### config.mk
export PLATFORM = sky130hd
export DESIGN_NAME = prefetch_top
export DESIGN_NICKNAME = d
export VERILOG_FILES = /design/src/prefetch_pkg.sv /design/src/data_predictor.sv /design/src/inst_predictor.sv /design/src/prefetch_issue.sv /design/src/prefetch_top.sv
export SDC_FILE = /design/constraint.sdc
export NUM_CORES = 2
export LEC_CHECK = 0
export BUFFER_PORTS_ARGS = -buffer_cell sky130_fd_sc_hd__buf_4
export CAP_MARGIN = 20
export CORE_MARGIN = 2
export CORE_UTILIZATION = 55
export CTS_BUF_LIST = sky130_fd_sc_hd__clkbuf_2 sky130_fd_sc_hd__clkbuf_4 sky130_fd_sc_hd__clkbuf_8
export DETAILED_ROUTE_END_ITERATION = 6
export GPL_ROUTABILITY_DRIVEN = 0
export PLACE_DENSITY = 0.82
export REMOVE_ABC_BUFFERS = 1
export SETUP_SLACK_MARGIN = 0.2
export SLEW_MARGIN = 20
export SYNTH_ARGS = -nofsm -noshare
export SYNTH_HDL_FRONTEND = slang
export SYNTH_SLANG_ARGS = --single-unit
### constraint.sdc
create_clock -name clk -period 14.8 [get_ports clk]
set_input_delay 1.48 -clock clk [delete_from_list [all_inputs] [get_ports clk]]
set_output_delay 1.48 -clock clk [all_outputs]
set_load 0.005 [all_outputs]
### src/prefetch_pkg.sv
// shared prefetch definitions
// line geometry, request-type codes, feedback tag union

package prefetch_pkg;

    // 4-byte words, 8 words per line
    localparam int LINE_OFFSET = 5;

    // widest table index any predictor may use
    localparam int IDX_MAX_BITS = 8;

    // request type on l2_type
    localparam bit PF_INST = 1'b0;
    localparam bit PF_DATA = 1'b1;

    // tag held with an outstanding request and returned with feedback
    // the instruction side and the data side read the same 10 bits differently
    typedef union packed {
        // next-line table view
        struct packed {
            logic                    from_table;
            logic                    spare;
            logic [IDX_MAX_BITS-1:0] idx;
        } inst;
        // stride table view
        struct packed {
            logic [1:0]              conf;
            logic [IDX_MAX_BITS-1:0] idx;
        } data;
    } pf_meta_u;

endpackage

### src/data_predictor.sv
// data predictor
// PC-indexed stride table with 2-bit confidence, candidate register
`timescale 1ns/1ps

module data_predictor #(
    parameter int ADDR_WIDTH = 32,
    parameter int HASH_WIDTH = 4
) (
    input  logic                                         clk,
    input  logic                                         rstn,
    input  logic                                         load_valid,
    input  logic [ADDR_WIDTH-1:0]                        load_addr,
    input  logic [ADDR_WIDTH-1:0]                        load_pc,
    input  logic                                         cand_ready,
    input  logic                                         fb_valid,
    input  logic                                         fb_hit,
    input  prefetch_pkg::pf_meta_u                       fb_meta,
    output logic                                         cand_valid,
    output logic [ADDR_WIDTH-prefetch_pkg::LINE_OFFSET-1:0] cand_line,
    output prefetch_pkg::pf_meta_u                       cand_meta
);

    localparam int LINE_W = ADDR_WIDTH - prefetch_pkg::LINE_OFFSET;
    localparam int DEPTH  = 1 << HASH_WIDTH;

    logic [DEPTH-1:0]      tbl_valid;
    logic [ADDR_WIDTH-1:0] tbl_pc     [DEPTH];
    logic [LINE_W-1:0]     tbl_last   [DEPTH];
    logic [LINE_W-1:0]     tbl_stride [DEPTH];
    logic [1:0]            tbl_conf   [DEPTH];

    logic [LINE_W-1:0]     load_line;
    logic [LINE_W-1:0]     pc_line;
    logic [HASH_WIDTH-1:0] idx;
    logic                  entry_hit;
    logic [LINE_W-1:0]     cur_stride;
    logic                  stride_match;
    logic [1:0]            new_conf;
    logic                  make_cand;
    logic [prefetch_pkg::IDX_MAX_BITS-1:0] meta_idx;

    assign load_line = load_addr[ADDR_WIDTH-1:prefetch_pkg::LINE_OFFSET];
    assign pc_line   = load_pc[ADDR_WIDTH-1:prefetch_pkg::LINE_OFFSET];
    assign idx       = pc_line[HASH_WIDTH-1:0] ^ pc_line[2*HASH_WIDTH-1:HASH_WIDTH];

    assign entry_hit    = tbl_valid[idx] && tbl_pc[idx] == load_pc;
    assign cur_stride   = load_line - tbl_last[idx];
    assign stride_match = entry_hit && cur_stride == tbl_stride[idx] && cur_stride != '0;

    // saturating confidence, any break in the stride starts over
    always_comb begin
        new_conf = 2'd0;
        if (stride_match) begin
            new_conf = (tbl_conf[idx] == 2'd3) ? 2'd3 : tbl_conf[idx] + 2'd1;
        end
    end

    assign make_cand = load_valid && entry_hit && new_conf >= 2'd2;
    assign meta_idx  = {{(prefetch_pkg::IDX_MAX_BITS-HASH_WIDTH){1'b0}}, idx};

    always_ff @(posedge clk) begin
        if (!rstn) begin
            tbl_valid <= '0;
        end else if (load_valid) begin
            tbl_valid[idx] <= 1'b1;
        end
    end

    always_ff @(posedge clk) begin
        if (load_valid) begin
            tbl_last[idx] <= load_line;
            tbl_conf[idx] <= new_conf;
            if (!entry_hit) begin
                // fresh entry for this PC
                tbl_pc[idx]     <= load_pc;
                tbl_stride[idx] <= '0;
            end else if (!stride_match) begin
                tbl_stride[idx] <= cur_stride;
            end
        end
        // line was already in L2, back off
        if (fb_valid && fb_hit) begin
            tbl_conf[fb_meta.data.idx[HASH_WIDTH-1:0]] <= 2'd0;
        end
    end

    // candidate register, newest prediction wins
    always_ff @(posedge clk) begin
        if (!rstn) begin
            cand_valid <= 1'b0;
        end else if (make_cand) begin
            cand_valid <= 1'b1;
        end else if (cand_valid && cand_ready) begin
            cand_valid <= 1'b0;
        end
    end

    always_ff @(posedge clk) begin
        if (make_cand) begin
            cand_line           <= load_line + cur_stride;
            cand_meta.data.conf <= new_conf;
            cand_meta.data.idx  <= meta_idx;
        end
    end

    // index must fit the tag field carried through the issue unit
    a_hash_fits: assert property (
        @(posedge clk) HASH_WIDTH <= prefetch_pkg::IDX_MAX_BITS
    );

endmodule

### src/inst_predictor.sv
// instruction predictor
// hashed next-line table with sequential fallback, candidate register
`timescale 1ns/1ps

module inst_predictor #(
    parameter int ADDR_WIDTH = 32,
    parameter int HASH_WIDTH = 4
) (
    input  logic                                         clk,
    input  logic                                         rstn,
    input  logic                                         fetch_valid,
    input  logic [ADDR_WIDTH-1:0]                        fetch_addr,
    input  logic                                         cand_ready,
    input  logic                                         fb_valid,
    input  logic                                         fb_hit,
    input  prefetch_pkg::pf_meta_u                       fb_meta,
    output logic                                         cand_valid,
    output logic [ADDR_WIDTH-prefetch_pkg::LINE_OFFSET-1:0] cand_line,
    output prefetch_pkg::pf_meta_u                       cand_meta
);

    localparam int LINE_W = ADDR_WIDTH - prefetch_pkg::LINE_OFFSET;
    localparam int DEPTH  = 1 << HASH_WIDTH;

    logic [DEPTH-1:0]      tbl_valid;
    logic [LINE_W-1:0]     tbl_tag  [DEPTH];
    logic [LINE_W-1:0]     tbl_next [DEPTH];

    logic                  last_valid;
    logic [LINE_W-1:0]     last_line;

    logic [LINE_W-1:0]     fetch_line;
    logic                  new_fetch;
    logic [HASH_WIDTH-1:0] cur_idx;
    logic [HASH_WIDTH-1:0] last_idx;
    logic                  tbl_hit;
    logic [LINE_W-1:0]     pred_line;
    logic [prefetch_pkg::IDX_MAX_BITS-1:0] meta_idx;

    assign fetch_line = fetch_addr[ADDR_WIDTH-1:prefetch_pkg::LINE_OFFSET];

    // only act when the fetch leaves the current line
    assign new_fetch = fetch_valid && (!last_valid || fetch_line != last_line);

    assign cur_idx  = fetch_line[HASH_WIDTH-1:0] ^ fetch_line[2*HASH_WIDTH-1:HASH_WIDTH];
    assign last_idx = last_line[HASH_WIDTH-1:0] ^ last_line[2*HASH_WIDTH-1:HASH_WIDTH];

    assign tbl_hit   = tbl_valid[cur_idx] && tbl_tag[cur_idx] == fetch_line;
    assign pred_line = tbl_hit ? tbl_next[cur_idx] : fetch_line + 1'b1;
    assign meta_idx  = {{(prefetch_pkg::IDX_MAX_BITS-HASH_WIDTH){1'b0}}, cur_idx};

    always_ff @(posedge clk) begin
        if (!rstn) begin
            last_valid <= 1'b0;
            tbl_valid  <= '0;
        end else begin
            if (new_fetch) begin
                last_valid <= 1'b1;
                // previous line now points at this one
                if (last_valid) begin
                    tbl_valid[last_idx] <= 1'b1;
                end
            end
            // a useful jump already sat in L2, drop it
            if (fb_valid && fb_hit && fb_meta.inst.from_table) begin
                tbl_valid[fb_meta.inst.idx[HASH_WIDTH-1:0]] <= 1'b0;
            end
        end
    end

    always_ff @(posedge clk) begin
        if (new_fetch) begin
            last_line <= fetch_line;
            if (last_valid) begin
                tbl_tag[last_idx]  <= last_line;
                tbl_next[last_idx] <= fetch_line;
            end
        end
    end

    // candidate register, newest prediction wins
    always_ff @(posedge clk) begin
        if (!rstn) begin
            cand_valid <= 1'b0;
        end else if (new_fetch) begin
            cand_valid <= 1'b1;
        end else if (cand_valid && cand_ready) begin
            cand_valid <= 1'b0;
        end
    end

    always_ff @(posedge clk) begin
        if (new_fetch) begin
            cand_line                 <= pred_line;
            cand_meta.inst.from_table <= tbl_hit;
            cand_meta.inst.spare      <= 1'b0;
            cand_meta.inst.idx        <= meta_idx;
        end
    end

    // a prediction must move away from the line that produced it
    a_cand_differs: assert property (
        @(posedge clk) disable iff (!rstn)
        new_fetch |=> cand_line != $past(fetch_line)
    );

endmodule

### src/prefetch_issue.sv
// prefetch issue unit
// candidate arbitration, single outstanding L2 request, feedback routing
`timescale 1ns/1ps

module prefetch_issue #(
    parameter int ADDR_WIDTH = 32
) (
    input  logic                                         clk,
    input  logic                                         rstn,
    input  logic                                         inst_cand_valid,
    input  logic [ADDR_WIDTH-prefetch_pkg::LINE_OFFSET-1:0] inst_cand_line,
    input  prefetch_pkg::pf_meta_u                       inst_cand_meta,
    input  logic                                         data_cand_valid,
    input  logic [ADDR_WIDTH-prefetch_pkg::LINE_OFFSET-1:0] data_cand_line,
    input  prefetch_pkg::pf_meta_u                       data_cand_meta,
    input  logic                                         l2_done,
    input  logic                                         l2_hit,
    output logic                                         inst_cand_ready,
    output logic                                         data_cand_ready,
    output logic                                         l2_req,
    output logic                                         l2_type,
    output logic [ADDR_WIDTH-1:0]                        l2_addr,
    output logic                                         inst_fb_valid,
    output logic                                         data_fb_valid,
    output logic                                         fb_hit,
    output prefetch_pkg::pf_meta_u                       fb_meta
);

    localparam logic ST_IDLE = 1'b0;
    localparam logic ST_REQ  = 1'b1;

    logic                   state;
    logic                   take;
    prefetch_pkg::pf_meta_u meta_q;

    // data side goes first, ready only while idle
    assign data_cand_ready = (state == ST_IDLE) && data_cand_valid;
    assign inst_cand_ready = (state == ST_IDLE) && !data_cand_valid;
    assign take            = data_cand_ready || (inst_cand_ready && inst_cand_valid);

    assign l2_req  = (state == ST_REQ);
    assign fb_meta = meta_q;

    always_ff @(posedge clk) begin
        if (!rstn) begin
            state         <= ST_IDLE;
            inst_fb_valid <= 1'b0;
            data_fb_valid <= 1'b0;
        end else begin
            inst_fb_valid <= 1'b0;
            data_fb_valid <= 1'b0;
            case (state)
                ST_IDLE: begin
                    if (take) begin
                        state <= ST_REQ;
                    end
                end
                ST_REQ: begin
                    if (l2_done) begin
                        state         <= ST_IDLE;
                        inst_fb_valid <= (l2_type == prefetch_pkg::PF_INST);
                        data_fb_valid <= (l2_type == prefetch_pkg::PF_DATA);
                    end
                end
                default: state <= ST_IDLE;
            endcase
        end
    end

    // request payload, held until completion
    always_ff @(posedge clk) begin
        if (state == ST_IDLE && take) begin
            if (data_cand_ready) begin
                l2_type <= prefetch_pkg::PF_DATA;
                l2_addr <= {data_cand_line, {prefetch_pkg::LINE_OFFSET{1'b0}}};
                meta_q  <= data_cand_meta;
            end else begin
                l2_type <= prefetch_pkg::PF_INST;
                l2_addr <= {inst_cand_line, {prefetch_pkg::LINE_OFFSET{1'b0}}};
                meta_q  <= inst_cand_meta;
            end
        end
        if (state == ST_REQ && l2_done) begin
            fb_hit <= l2_hit;
        end
    end

    a_req_stable: assert property (
        @(posedge clk) disable iff (!rstn)
        l2_req && !l2_done |=> l2_req && $stable(l2_addr) && $stable(l2_type)
    );

    a_one_ready: assert property (
        @(posedge clk) disable iff (!rstn)
        !(inst_cand_ready && data_cand_ready)
    );

endmodule

### src/prefetch_top.sv
// L2 prefetch engine top level
// instruction and data predictors feeding one issue unit
`timescale 1ns/1ps

module prefetch_top #(
    parameter int ADDR_WIDTH = 32,
    parameter int HASH_WIDTH = 4
) (
    input  logic                  clk,
    input  logic                  rstn,
    // L1 instruction cache fetch stream
    input  logic                  fetch_valid,
    input  logic [ADDR_WIDTH-1:0] fetch_addr,
    // L1 data cache load stream
    input  logic                  load_valid,
    input  logic [ADDR_WIDTH-1:0] load_addr,
    input  logic [ADDR_WIDTH-1:0] load_pc,
    // L2 prefetch port
    output logic                  l2_req,
    output logic                  l2_type,
    output logic [ADDR_WIDTH-1:0] l2_addr,
    input  logic                  l2_done,
    input  logic                  l2_hit
);

    localparam int LINE_W = ADDR_WIDTH - prefetch_pkg::LINE_OFFSET;

    logic                   inst_cand_valid;
    logic                   inst_cand_ready;
    logic [LINE_W-1:0]      inst_cand_line;
    prefetch_pkg::pf_meta_u inst_cand_meta;

    logic                   data_cand_valid;
    logic                   data_cand_ready;
    logic [LINE_W-1:0]      data_cand_line;
    prefetch_pkg::pf_meta_u data_cand_meta;

    logic                   inst_fb_valid;
    logic                   data_fb_valid;
    logic                   fb_hit;
    prefetch_pkg::pf_meta_u fb_meta;

    inst_predictor #(
        .ADDR_WIDTH (ADDR_WIDTH),
        .HASH_WIDTH (HASH_WIDTH)
    ) inst_pred0 (
        .clk        (clk),
        .rstn       (rstn),
        .fetch_valid(fetch_valid),
        .fetch_addr (fetch_addr),
        .cand_ready (inst_cand_ready),
        .fb_valid   (inst_fb_valid),
        .fb_hit     (fb_hit),
        .fb_meta    (fb_meta),
        .cand_valid (inst_cand_valid),
        .cand_line  (inst_cand_line),
        .cand_meta  (inst_cand_meta)
    );

    data_predictor #(
        .ADDR_WIDTH (ADDR_WIDTH),
        .HASH_WIDTH (HASH_WIDTH)
    ) data_pred0 (
        .clk        (clk),
        .rstn       (rstn),
        .load_valid (load_valid),
        .load_addr  (load_addr),
        .load_pc    (load_pc),
        .cand_ready (data_cand_ready),
        .fb_valid   (data_fb_valid),
        .fb_hit     (fb_hit),
        .fb_meta    (fb_meta),
        .cand_valid (data_cand_valid),
        .cand_line  (data_cand_line),
        .cand_meta  (data_cand_meta)
    );

    prefetch_issue #(
        .ADDR_WIDTH      (ADDR_WIDTH)
    ) issue0 (
        .clk             (clk),
        .rstn            (rstn),
        .inst_cand_valid (inst_cand_valid),
        .inst_cand_line  (inst_cand_line),
        .inst_cand_meta  (inst_cand_meta),
        .data_cand_valid (data_cand_valid),
        .data_cand_line  (data_cand_line),
        .data_cand_meta  (data_cand_meta),
        .l2_done         (l2_done),
        .l2_hit          (l2_hit),
        .inst_cand_ready (inst_cand_ready),
        .data_cand_ready (data_cand_ready),
        .l2_req          (l2_req),
        .l2_type         (l2_type),
        .l2_addr         (l2_addr),
        .inst_fb_valid   (inst_fb_valid),
        .data_fb_valid   (data_fb_valid),
        .fb_hit          (fb_hit),
        .fb_meta         (fb_meta)
    );

endmodule

; ---- After elaboration in Yosys (flattened, before gate mapping)
; Memories as Yosys holds them, arrays and structs flattened.
; Cells that the tools add are included.
[totals]
reg_bits = 173
ramBits = 2272
inputBits = 102
out_inout_bits = 34
wordCells = 119
mem_count = 6
[mem_list]
columns = name, words, word_bits, read_ports, rd_clocked_by_memory_dff, write_ports, line
row1 = data_pred0.tbl_pc, 16, 32, 1, 0, 1, data_predictor.sv:27  ; logic [ADDR_WIDTH-1:0] tbl_pc [DEPTH];
row2 = data_pred0.tbl_last, 16, 27, 1, 0, 1, data_predictor.sv:28  ; logic [LINE_W-1:0] tbl_last [DEPTH];
row3 = data_pred0.tbl_stride, 16, 27, 1, 0, 1, data_predictor.sv:29  ; logic [LINE_W-1:0] tbl_stride [DEPTH];
row4 = inst_pred0.tbl_next, 16, 27, 1, 0, 1, inst_predictor.sv:27  ; logic [LINE_W-1:0] tbl_next [DEPTH];
row5 = inst_pred0.tbl_tag, 16, 27, 1, 0, 1, inst_predictor.sv:26  ; logic [LINE_W-1:0] tbl_tag [DEPTH];
row6 = data_pred0.tbl_conf, 16, 2, 1, 0, 2, data_predictor.sv:30  ; logic [1:0] tbl_conf [DEPTH];
[classes]
addsub = 4
magnitude_cmp = 8
n_eq_ne = 5
muxes = 42
bitwise = 10
n_reduce_logical = 27
[op_table]
columns = operator, n
row1 = 2-to-1 mux 16 bit, 4
row2 = equality test 27 bit, 2
row3 = 2-to-1 mux 27 bit, 2
row4 = equality test 32 bit, 1
row5 = 2-to-1 mux 32 bit, 1
row6 = OR 16 bit, 2
row7 = adder 27 x 1 -> 27 bit (second input constant), 1
row8 = adder 27 bit, 1
row9 = != test 27 bit, 1
row10 = nonzero test 27 bit, 1
row11 = subtractor 27 bit, 1
row12 = 2-to-1 mux 1 bit, 26
row13 = < comparator 4 x 5 -> 1 bit (second input constant), 4
row14 = logical AND 1 bit, 19
row15 = AND 16 bit, 1
row16 = inverter 16 bit, 1
row17 = demux 1 bit (select 4 bit), 3
row18 = greater-or-equal comparator 4 x 1 -> 1 bit (second input constant), 3
row19 = bitwise XOR 4 bit, 3
row20 = 2-to-1 mux 10 bit, 1
row21 = binary-select mux 1 bit (select 4 bit), 2
row22 = 2-to-1 mux 2 bit, 2
row23 = nonzero test 2 bit, 2
row24 = AND reduction 3 bit, 1
row25 = other kinds (8), 11

; ---- Longest topological paths before layout
[depth]
word_depth = 11
depth_mapped = 34
mapped_depth_nobuf = 24

; ---- By module
; A second synthesis with hierarchy kept.
[unflattened]
hier_cells = 5250
hier_area_um2 = 99696.9
[modules_own_cells]
columns = mod, n_inst, cells_each, area_per_inst_um2, seq_area_each_um2
row1 = data_predictor, 1, 3330, 60140.2, 43291.5
row2 = inst_predictor, 1, 1820, 37684.9, 28076.9
row3 = prefetch_issue, 1, 100, 1871.8, 1231.2

; ---- Worst setup path after synthesis
; Ideal clock, no wire load.
[synth_path]
path_kind = input -> register
from = input port fetch_addr[18]
to = register inst_pred0.tbl_valid[5]
setup_time_ns = 0.068
arrival_time_ns = 9.930
required_time_ns = 14.732
setup_slack_ns = 4.801
cell_stages = 9
n_path_buf = 1
path_cell_list = clkbuf_1 xnor2_1 nand4_1 nor4_1 a21boi_0 and3_1 nand2_1 nor2_1 o221a_2
[synth_between]
elab_chain_cells = 7
[synth_lines]
columns = item, line
row1 = from (decl), prefetch_top.sv:13  ; input logic [ADDR_WIDTH-1:0] fetch_addr,
row2 = != test 27 bit *, inst_predictor.sv:43  ; assign new_fetch = fetch_valid && (!last_valid || fetch_line != last_line);
row3 = logical OR 1 bit *, inst_predictor.sv:43
row4 = logical AND 1 bit *, inst_predictor.sv:43
row5 = named net inst_pred0.new_fetch, inst_predictor.sv:33  ; logic new_fetch;
row6 = 2-to-1 mux 16 bit *, inst_predictor.sv:57  ; if (new_fetch) begin
row7 = 2-to-1 mux 16 bit *, inst_predictor.sv:53  ; if (!rstn) begin
row8 = AND 16 bit (no line), -
row9 = 2-to-1 mux 16 bit *, inst_predictor.sv:65  ; if (fb_valid && fb_hit && fb_meta.inst.from_table) begin
row10 = to (signal assigned), inst_predictor.sv:55  ; tbl_valid <= '0;
row11 = "to (signal, indexed assignment)", inst_predictor.sv:61  ; tbl_valid[last_idx] <= 1'b1;
row12 = "to (signal, indexed assignment)", inst_predictor.sv:66  ; tbl_valid[fb_meta.inst.idx[HASH_WIDTH-1:0]] <= 1'b0;
row13 = to (decl), inst_predictor.sv:25  ; logic [DEPTH-1:0] tbl_valid;
; Mark *: on every way through the listed nets, which the timed path passes. The rest lies on a longest branch. The select of a mux whose other input is x is not followed.
; A chain may end at the register's enable or synchronous reset.

; ---- Worst setup path in the final report
[layout_path]
from = input port load_pc[9]
to = memory data_pred0.tbl_stride[3][5] in the netlist's numbering (enable)
[layout_between]
elab_chain_cells = 11
elab_cells_between_ends = 21
classes_between = add/sub: 1 / eq/ne: 2 / mux: 9 / bitwise: 2 / reduce/logical: 4 / memory: 3
[layout_lines]
columns = item, line
row1 = from (decl), prefetch_top.sv:17  ; input logic [ADDR_WIDTH-1:0] load_pc,
row2 = bitwise XOR 4 bit, data_predictor.sv:44  ; assign idx = pc_line[HASH_WIDTH-1:0] ^ pc_line[2*HASH_WIDTH-1:HASH_WIDTH];
row3 = "memory (16 x 27 bit), or another cell as far along", -
row4 = "subtractor 27 bit, or another cell as far along", data_predictor.sv:47  ; assign cur_stride = load_line - tbl_last[idx];
row5 = equality test 27 bit or logical AND 1 bit (tied branches), "data_predictor.sv:48, data_predictor.sv:46"
row6 = logical AND 1 bit (2 in a row), data_predictor.sv:48  ; assign stride_match = entry_hit && cur_stride == tbl_stride[idx] && cur_stride != '0;
row7 = 2-to-1 mux 1 bit, data_predictor.sv:77  ; end else if (!stride_match) begin
row8 = 2-to-1 mux 1 bit, data_predictor.sv:73  ; if (!entry_hit) begin
row9 = 2-to-1 mux 1 bit, data_predictor.sv:70  ; if (load_valid) begin
row10 = 2-to-1 mux 1 bit (not written as such), data_predictor.sv:78  ; tbl_stride[idx] <= cur_stride;
row11 = OR 1 bit (no line), -
row12 = to (decl), data_predictor.sv:29
; Several ways; a longest one is shown, not always the timed one. The select of a mux whose other input is x is not followed.

==> qor.csv <==
metric;value;unit
status;finished, violations left;
failing checks;DRC;
cell type with the highest aggregate area in the netlist;sky130_fd_sc_hd__edfxtp_1;
Req. time, crit path;15.45;ns
amount of wire on met3 after detailed routing;23.9;mm
sequential-to-total area share from yosys stat;74.5;%
worst clock skew;0.143;ns
combinational power share;13.3;%
arrival time of data at the critical path endpoint;9.71;ns
top layer used by detailed routing;met5;
time the final worst path needs with I/O delays and setup;9.06;ns
share of the synthesized area in the top cell type;73.1;%
Clock Latency Late Sink;1.10;ns
CTS tree;built;
final hold violation count;0;
number of synthesized flops with an enable pin;2365;
multi-input gate area in the final layout;23800;um^2
number of cells in the design after placement;6978;
cell area after synthesis;97200;um^2
via count of the first global-routing pass;50714;
Primary FF master, synth;sky130_fd_sc_hd__edfxtp_1;
setup-violating endpoint count in the final report;0;
Leak Pwr;34.2;nW
Hold Path End;issue0.inst_fb_valid$_SDFF_PN0_;
part of the power in the clock network;36.3;%
worst setup slack for register-to-register paths;7.59;ns
critical register-to-register path startpoint;data_pred0.tbl_last[11][0]$_DFFE_PP_;
sequence of cells on the critical path;buf_4 > xnor2_4 > buf_4 > inv_16 > buf_4 > mux4_2 > mux4_2 > inv_1 > ha_1 > a21oi_1 > nand4_1 > a21oi_1 > a21oi_1 > a221oi_1 > xor2_1 > inv_1 > xnor2_1 > o211ai_1 > nor4_4 > buf_4 > nor2_4 > buf_4;
Reg clk slew, reported paths;0.06;ns
number of fillers in the final layout;11099;
Net Sw Frac;24.7;%
unique cell type count in the Yosys netlist;78;
sum of negative setup slack;0;ns
die footprint;180000;um^2
critical path's largest stage delay;0.76;ns
maximum clock insertion buffer count;4;
Post-CTS Hold Buffers;0;
slowest cell on the critical path;sky130_fd_sc_hd__xor2_1;
number of optimization iterations in the first detailed-route pass;7;
crit-path most repeated cell;sky130_fd_sc_hd__buf_4;
slew margin rel.;22.3;%
count of pins over their slew limit;0;
ys async rst share;0;%
P_int;11.8;mW
final cycle utilization of the critical path;61.2;%
Max IR drop VDD;0.122;mV
share of power burned in registers;50.4;%
Port-buffer cells;120;
worst hold path startpoint;issue0.l2_type$_DFFE_PP_;
horizontal extent of the die;424;um
post-synthesis instance total;4614;
setup repair after global routing missed its margin;no;
Critical Path Start Type;input pin;
Residual DRC;1;
initial antenna violation count;12;
clk sink count;2435;
layout cells sized above 1;30.4;%
total of max-cap violations;0;
worst-margin pin slew;1.16;ns
category of the worst setup path capture point;flop;
power density cells;144;nW/um^2
most frequent standard cell in the layout excluding fill and tap cells;sky130_fd_sc_hd__edfxtp_1;
I/O pin total;136;
number of design-rule violations left by the first detailed-router iteration;6621;
DRT met1 WL;81.3;mm
GRT Util Overall;25.6;%
area occupied by registers;72400;um^2
met2 WL post-DR;115;mm
TritonCTS buffer count;382;
effective utilization at floorplan;55.2;%
type of the worst setup path;in -> reg;
pin count of the biggest net entering global routing;129;
highest fanout seen on the critical path;109;
Area Overhead vs Synth;12.4;%
CTS root buffer;sky130_fd_sc_hd__clkbuf_8;
top library cells by usage in the layout, fill and taps aside;sky130_fd_sc_hd__edfxtp_1, sky130_fd_sc_hd__mux4_2, sky130_fd_sc_hd__clkbuf_8;
WP buf/inv;8;
Hold Worst Slack;0.464;ns
final routed wire length divided by cell count;30.1;um
global-route wire length before repair;335;mm
mean area per synthesized cell;21.1;um^2
H-tree levels;5;
Post-CTS Setup Repair Bufs;0;
non-filler instance count after layout;7660;
worst r2r dst;data_pred0.tbl_stride[3][5]$_DFFE_PP_;
Die Span Y;424;um
top area cells in the synthesized netlist;sky130_fd_sc_hd__edfxtp_1, sky130_fd_sc_hd__mux4_2, sky130_fd_sc_hd__dfxtp_1, sky130_fd_sc_hd__xnor2_1, sky130_fd_sc_hd__mux2i_1;
nets@finish;5184;
total net switching power;3.87;mW
number of antenna-violating nets in the routed design;0;
count of warnings emitted by yosys;0;
core region area;176000;um^2
synthesized flop and latch total;2435;
peak clock frequency supported by timing;110;MHz
count of cells resized by post-cts repair;0;
classification of the worst-slack hold path;reg -> reg;
floorplan row count;154;
cell family contributing the most delay on the critical path;buffers and inverters;
dpl cell area;101000;um^2
total via count after detailed routing;49357;
Worst Reg-to-Reg Cells;17;
sum of overflow across all layers after global routing;0;
number of stages on the worst hold path;1;
total wirelength of the detailed-routed design;230;mm
post-route design area;109000;um^2
half-perimeter wire length after detailed placement;125;mm
via/cell ratio;6.44;
## stage by stage
stage | power, mW | worst slack [ns] | util [%]
2_1_floorplan | 9.48 | -8.97 | -
3_3_place_gp | 10.0 | 5.06 | 57.6
3_5_place_dp | 10.1 | 4.99 | 57.7
4_1_cts | 15.7 | 6.01 | 62.0
5_1_grt | 16.2 | 5.54 | 62.1
6_report | 15.7 | 5.74 | 62.1
## worst register-to-register path: stages, from the launching register on
cell	delay [ns]
sky130_fd_sc_hd__edfxtp_1	0.38
sky130_fd_sc_hd__mux4_2	0.49
sky130_fd_sc_hd__mux4_2	0.51
sky130_fd_sc_hd__ha_1	0.24
sky130_fd_sc_hd__fa_1	0.43
sky130_fd_sc_hd__nand2b_1	0.19
sky130_fd_sc_hd__a21oi_1	0.66
sky130_fd_sc_hd__o221a_2	0.30
sky130_fd_sc_hd__nor2_1	0.04
sky130_fd_sc_hd__xor2_1	0.90
sky130_fd_sc_hd__nand4_1	0.17
sky130_fd_sc_hd__nor4b_1	0.35
sky130_fd_sc_hd__nand3_1	0.12
sky130_fd_sc_hd__o211ai_1	0.52
sky130_fd_sc_hd__nor4_4	0.10
sky130_fd_sc_hd__buf_4	0.30
sky130_fd_sc_hd__nor2_4	0.69
sky130_fd_sc_hd__buf_4	0.40
## power by group through the flow
stage	clock, mW	combinational, mW	sequential (mW)
global placement	0	1.99	8.02
floorplan	0	1.47	8.02
CTS	5.75	2.05	7.91
finish	5.69	2.08	7.91
detailed placement	0	2.02	8.05
global route	6.05	2.20	7.92
## metal layers
| metal | track usage [%] | up-vias |
|---|---|---|
| li1 | - | 20100 |
| met1 | 33.1 | 25488 |
| met2 | 42.2 | 3158 |
| met3 | 5.57 | 605 |
| met4 | 11.4 | 6 |
| met5 | 0 | - |
## final cells by class
type / instances / area share (%)
sequential: 2435 / 66.3
clock inverter: 165 / 1.21
tap: 2340 / 2.68
timing repair buffer: 236 / 1.83
clock buffer: 505 / 5.74
antenna: 7 / 0.0160
inverter: 89 / 0.345
multi-input combinational: 1883 / 21.8
## synth_stat cells, drive strengths merged, types with 4 or more instances
master and instances:
a211oi 14, a21o 16, a21oi 107, a221oi 13
a22o 11, a22oi 4, a31oi 19, and2 17
and3 27, and4 7, buf 111, clkbuf 100
dfxtp 70, edfxtp 2365, ha 53, inv 88
mux2 38, mux2i 76, mux4 663, nand2 122
nand2b 9, nand3 34, nand3b 5, nand4 33
nor2 161, nor2b 14, nor3 22, nor3b 5
nor4 14, nor4b 4, o2111ai 6, o211ai 9
o21a 29, o21ai 57, o21bai 9, o221a 18
o22ai 8, or2 5, or3 9, or4 9
xnor2 122, xor2 76
## worst max path at each step
stage,endpoint,depth (start not counted),slack [ns],from
2_1_floorplan,inst_pred0.cand_line[16]$_DFFE_PP_,10,-8.97,fetch_addr[5]
3_3_place_gp,data_pred0.tbl_stride[10][15]$_DFFE_PP_,22,5.06,load_pc[9]
3_5_place_dp,data_pred0.tbl_stride[13][26]$_DFFE_PP_,22,4.99,load_pc[9]
4_1_cts,data_pred0.tbl_stride[3][5]$_DFFE_PP_,22,6.01,load_pc[9]
5_1_grt,data_pred0.tbl_stride[6][25]$_DFFE_PP_,21,5.54,load_pc[9]
6_report,data_pred0.tbl_stride[3][5]$_DFFE_PP_,22,5.74,load_pc[9]
## flip-flops by register name, summed over array words and instances (netlist names), 5 cells and up
| register | flops |
|---|---|
| inst_pred0.tbl_valid | 16 |
| inst_pred0.tbl_next | 432 |
| inst_pred0.cand_meta | 5 |
| inst_pred0.tbl_tag | 432 |
| data_pred0.tbl_stride | 432 |
| data_pred0.cand_line | 27 |
| inst_pred0.last_line | 27 |
| issue0.l2_addr | 27 |
| data_pred0.tbl_last | 432 |
| inst_pred0.cand_line | 27 |
| data_pred0.tbl_pc | 512 |
| data_pred0.cand_meta | 5 |
| data_pred0.tbl_valid | 16 |
| issue0.fb_meta | 5 |
| data_pred0.tbl_conf | 32 |
## logic make-up (layout without fill, tap and decap cells)
logic type / after synthesis / count (layout) / share of synthesized area (%)
buffers and inverters: 300 / 995 / 1.42
other: 1 / 12 / 0.00386
adders and majority gates: 55 / 55 / 0.724
AOI/OAI and AO/OA: 344 / 344 / 2.35
DFF: 2435 / 2435 / 74.5
xor gates and xnor gates: 198 / 198 / 1.81
and+or+nand+nor: 504 / 504 / 2.56
muxes: 777 / 777 / 16.6
(Power assumes the default switching activity.)
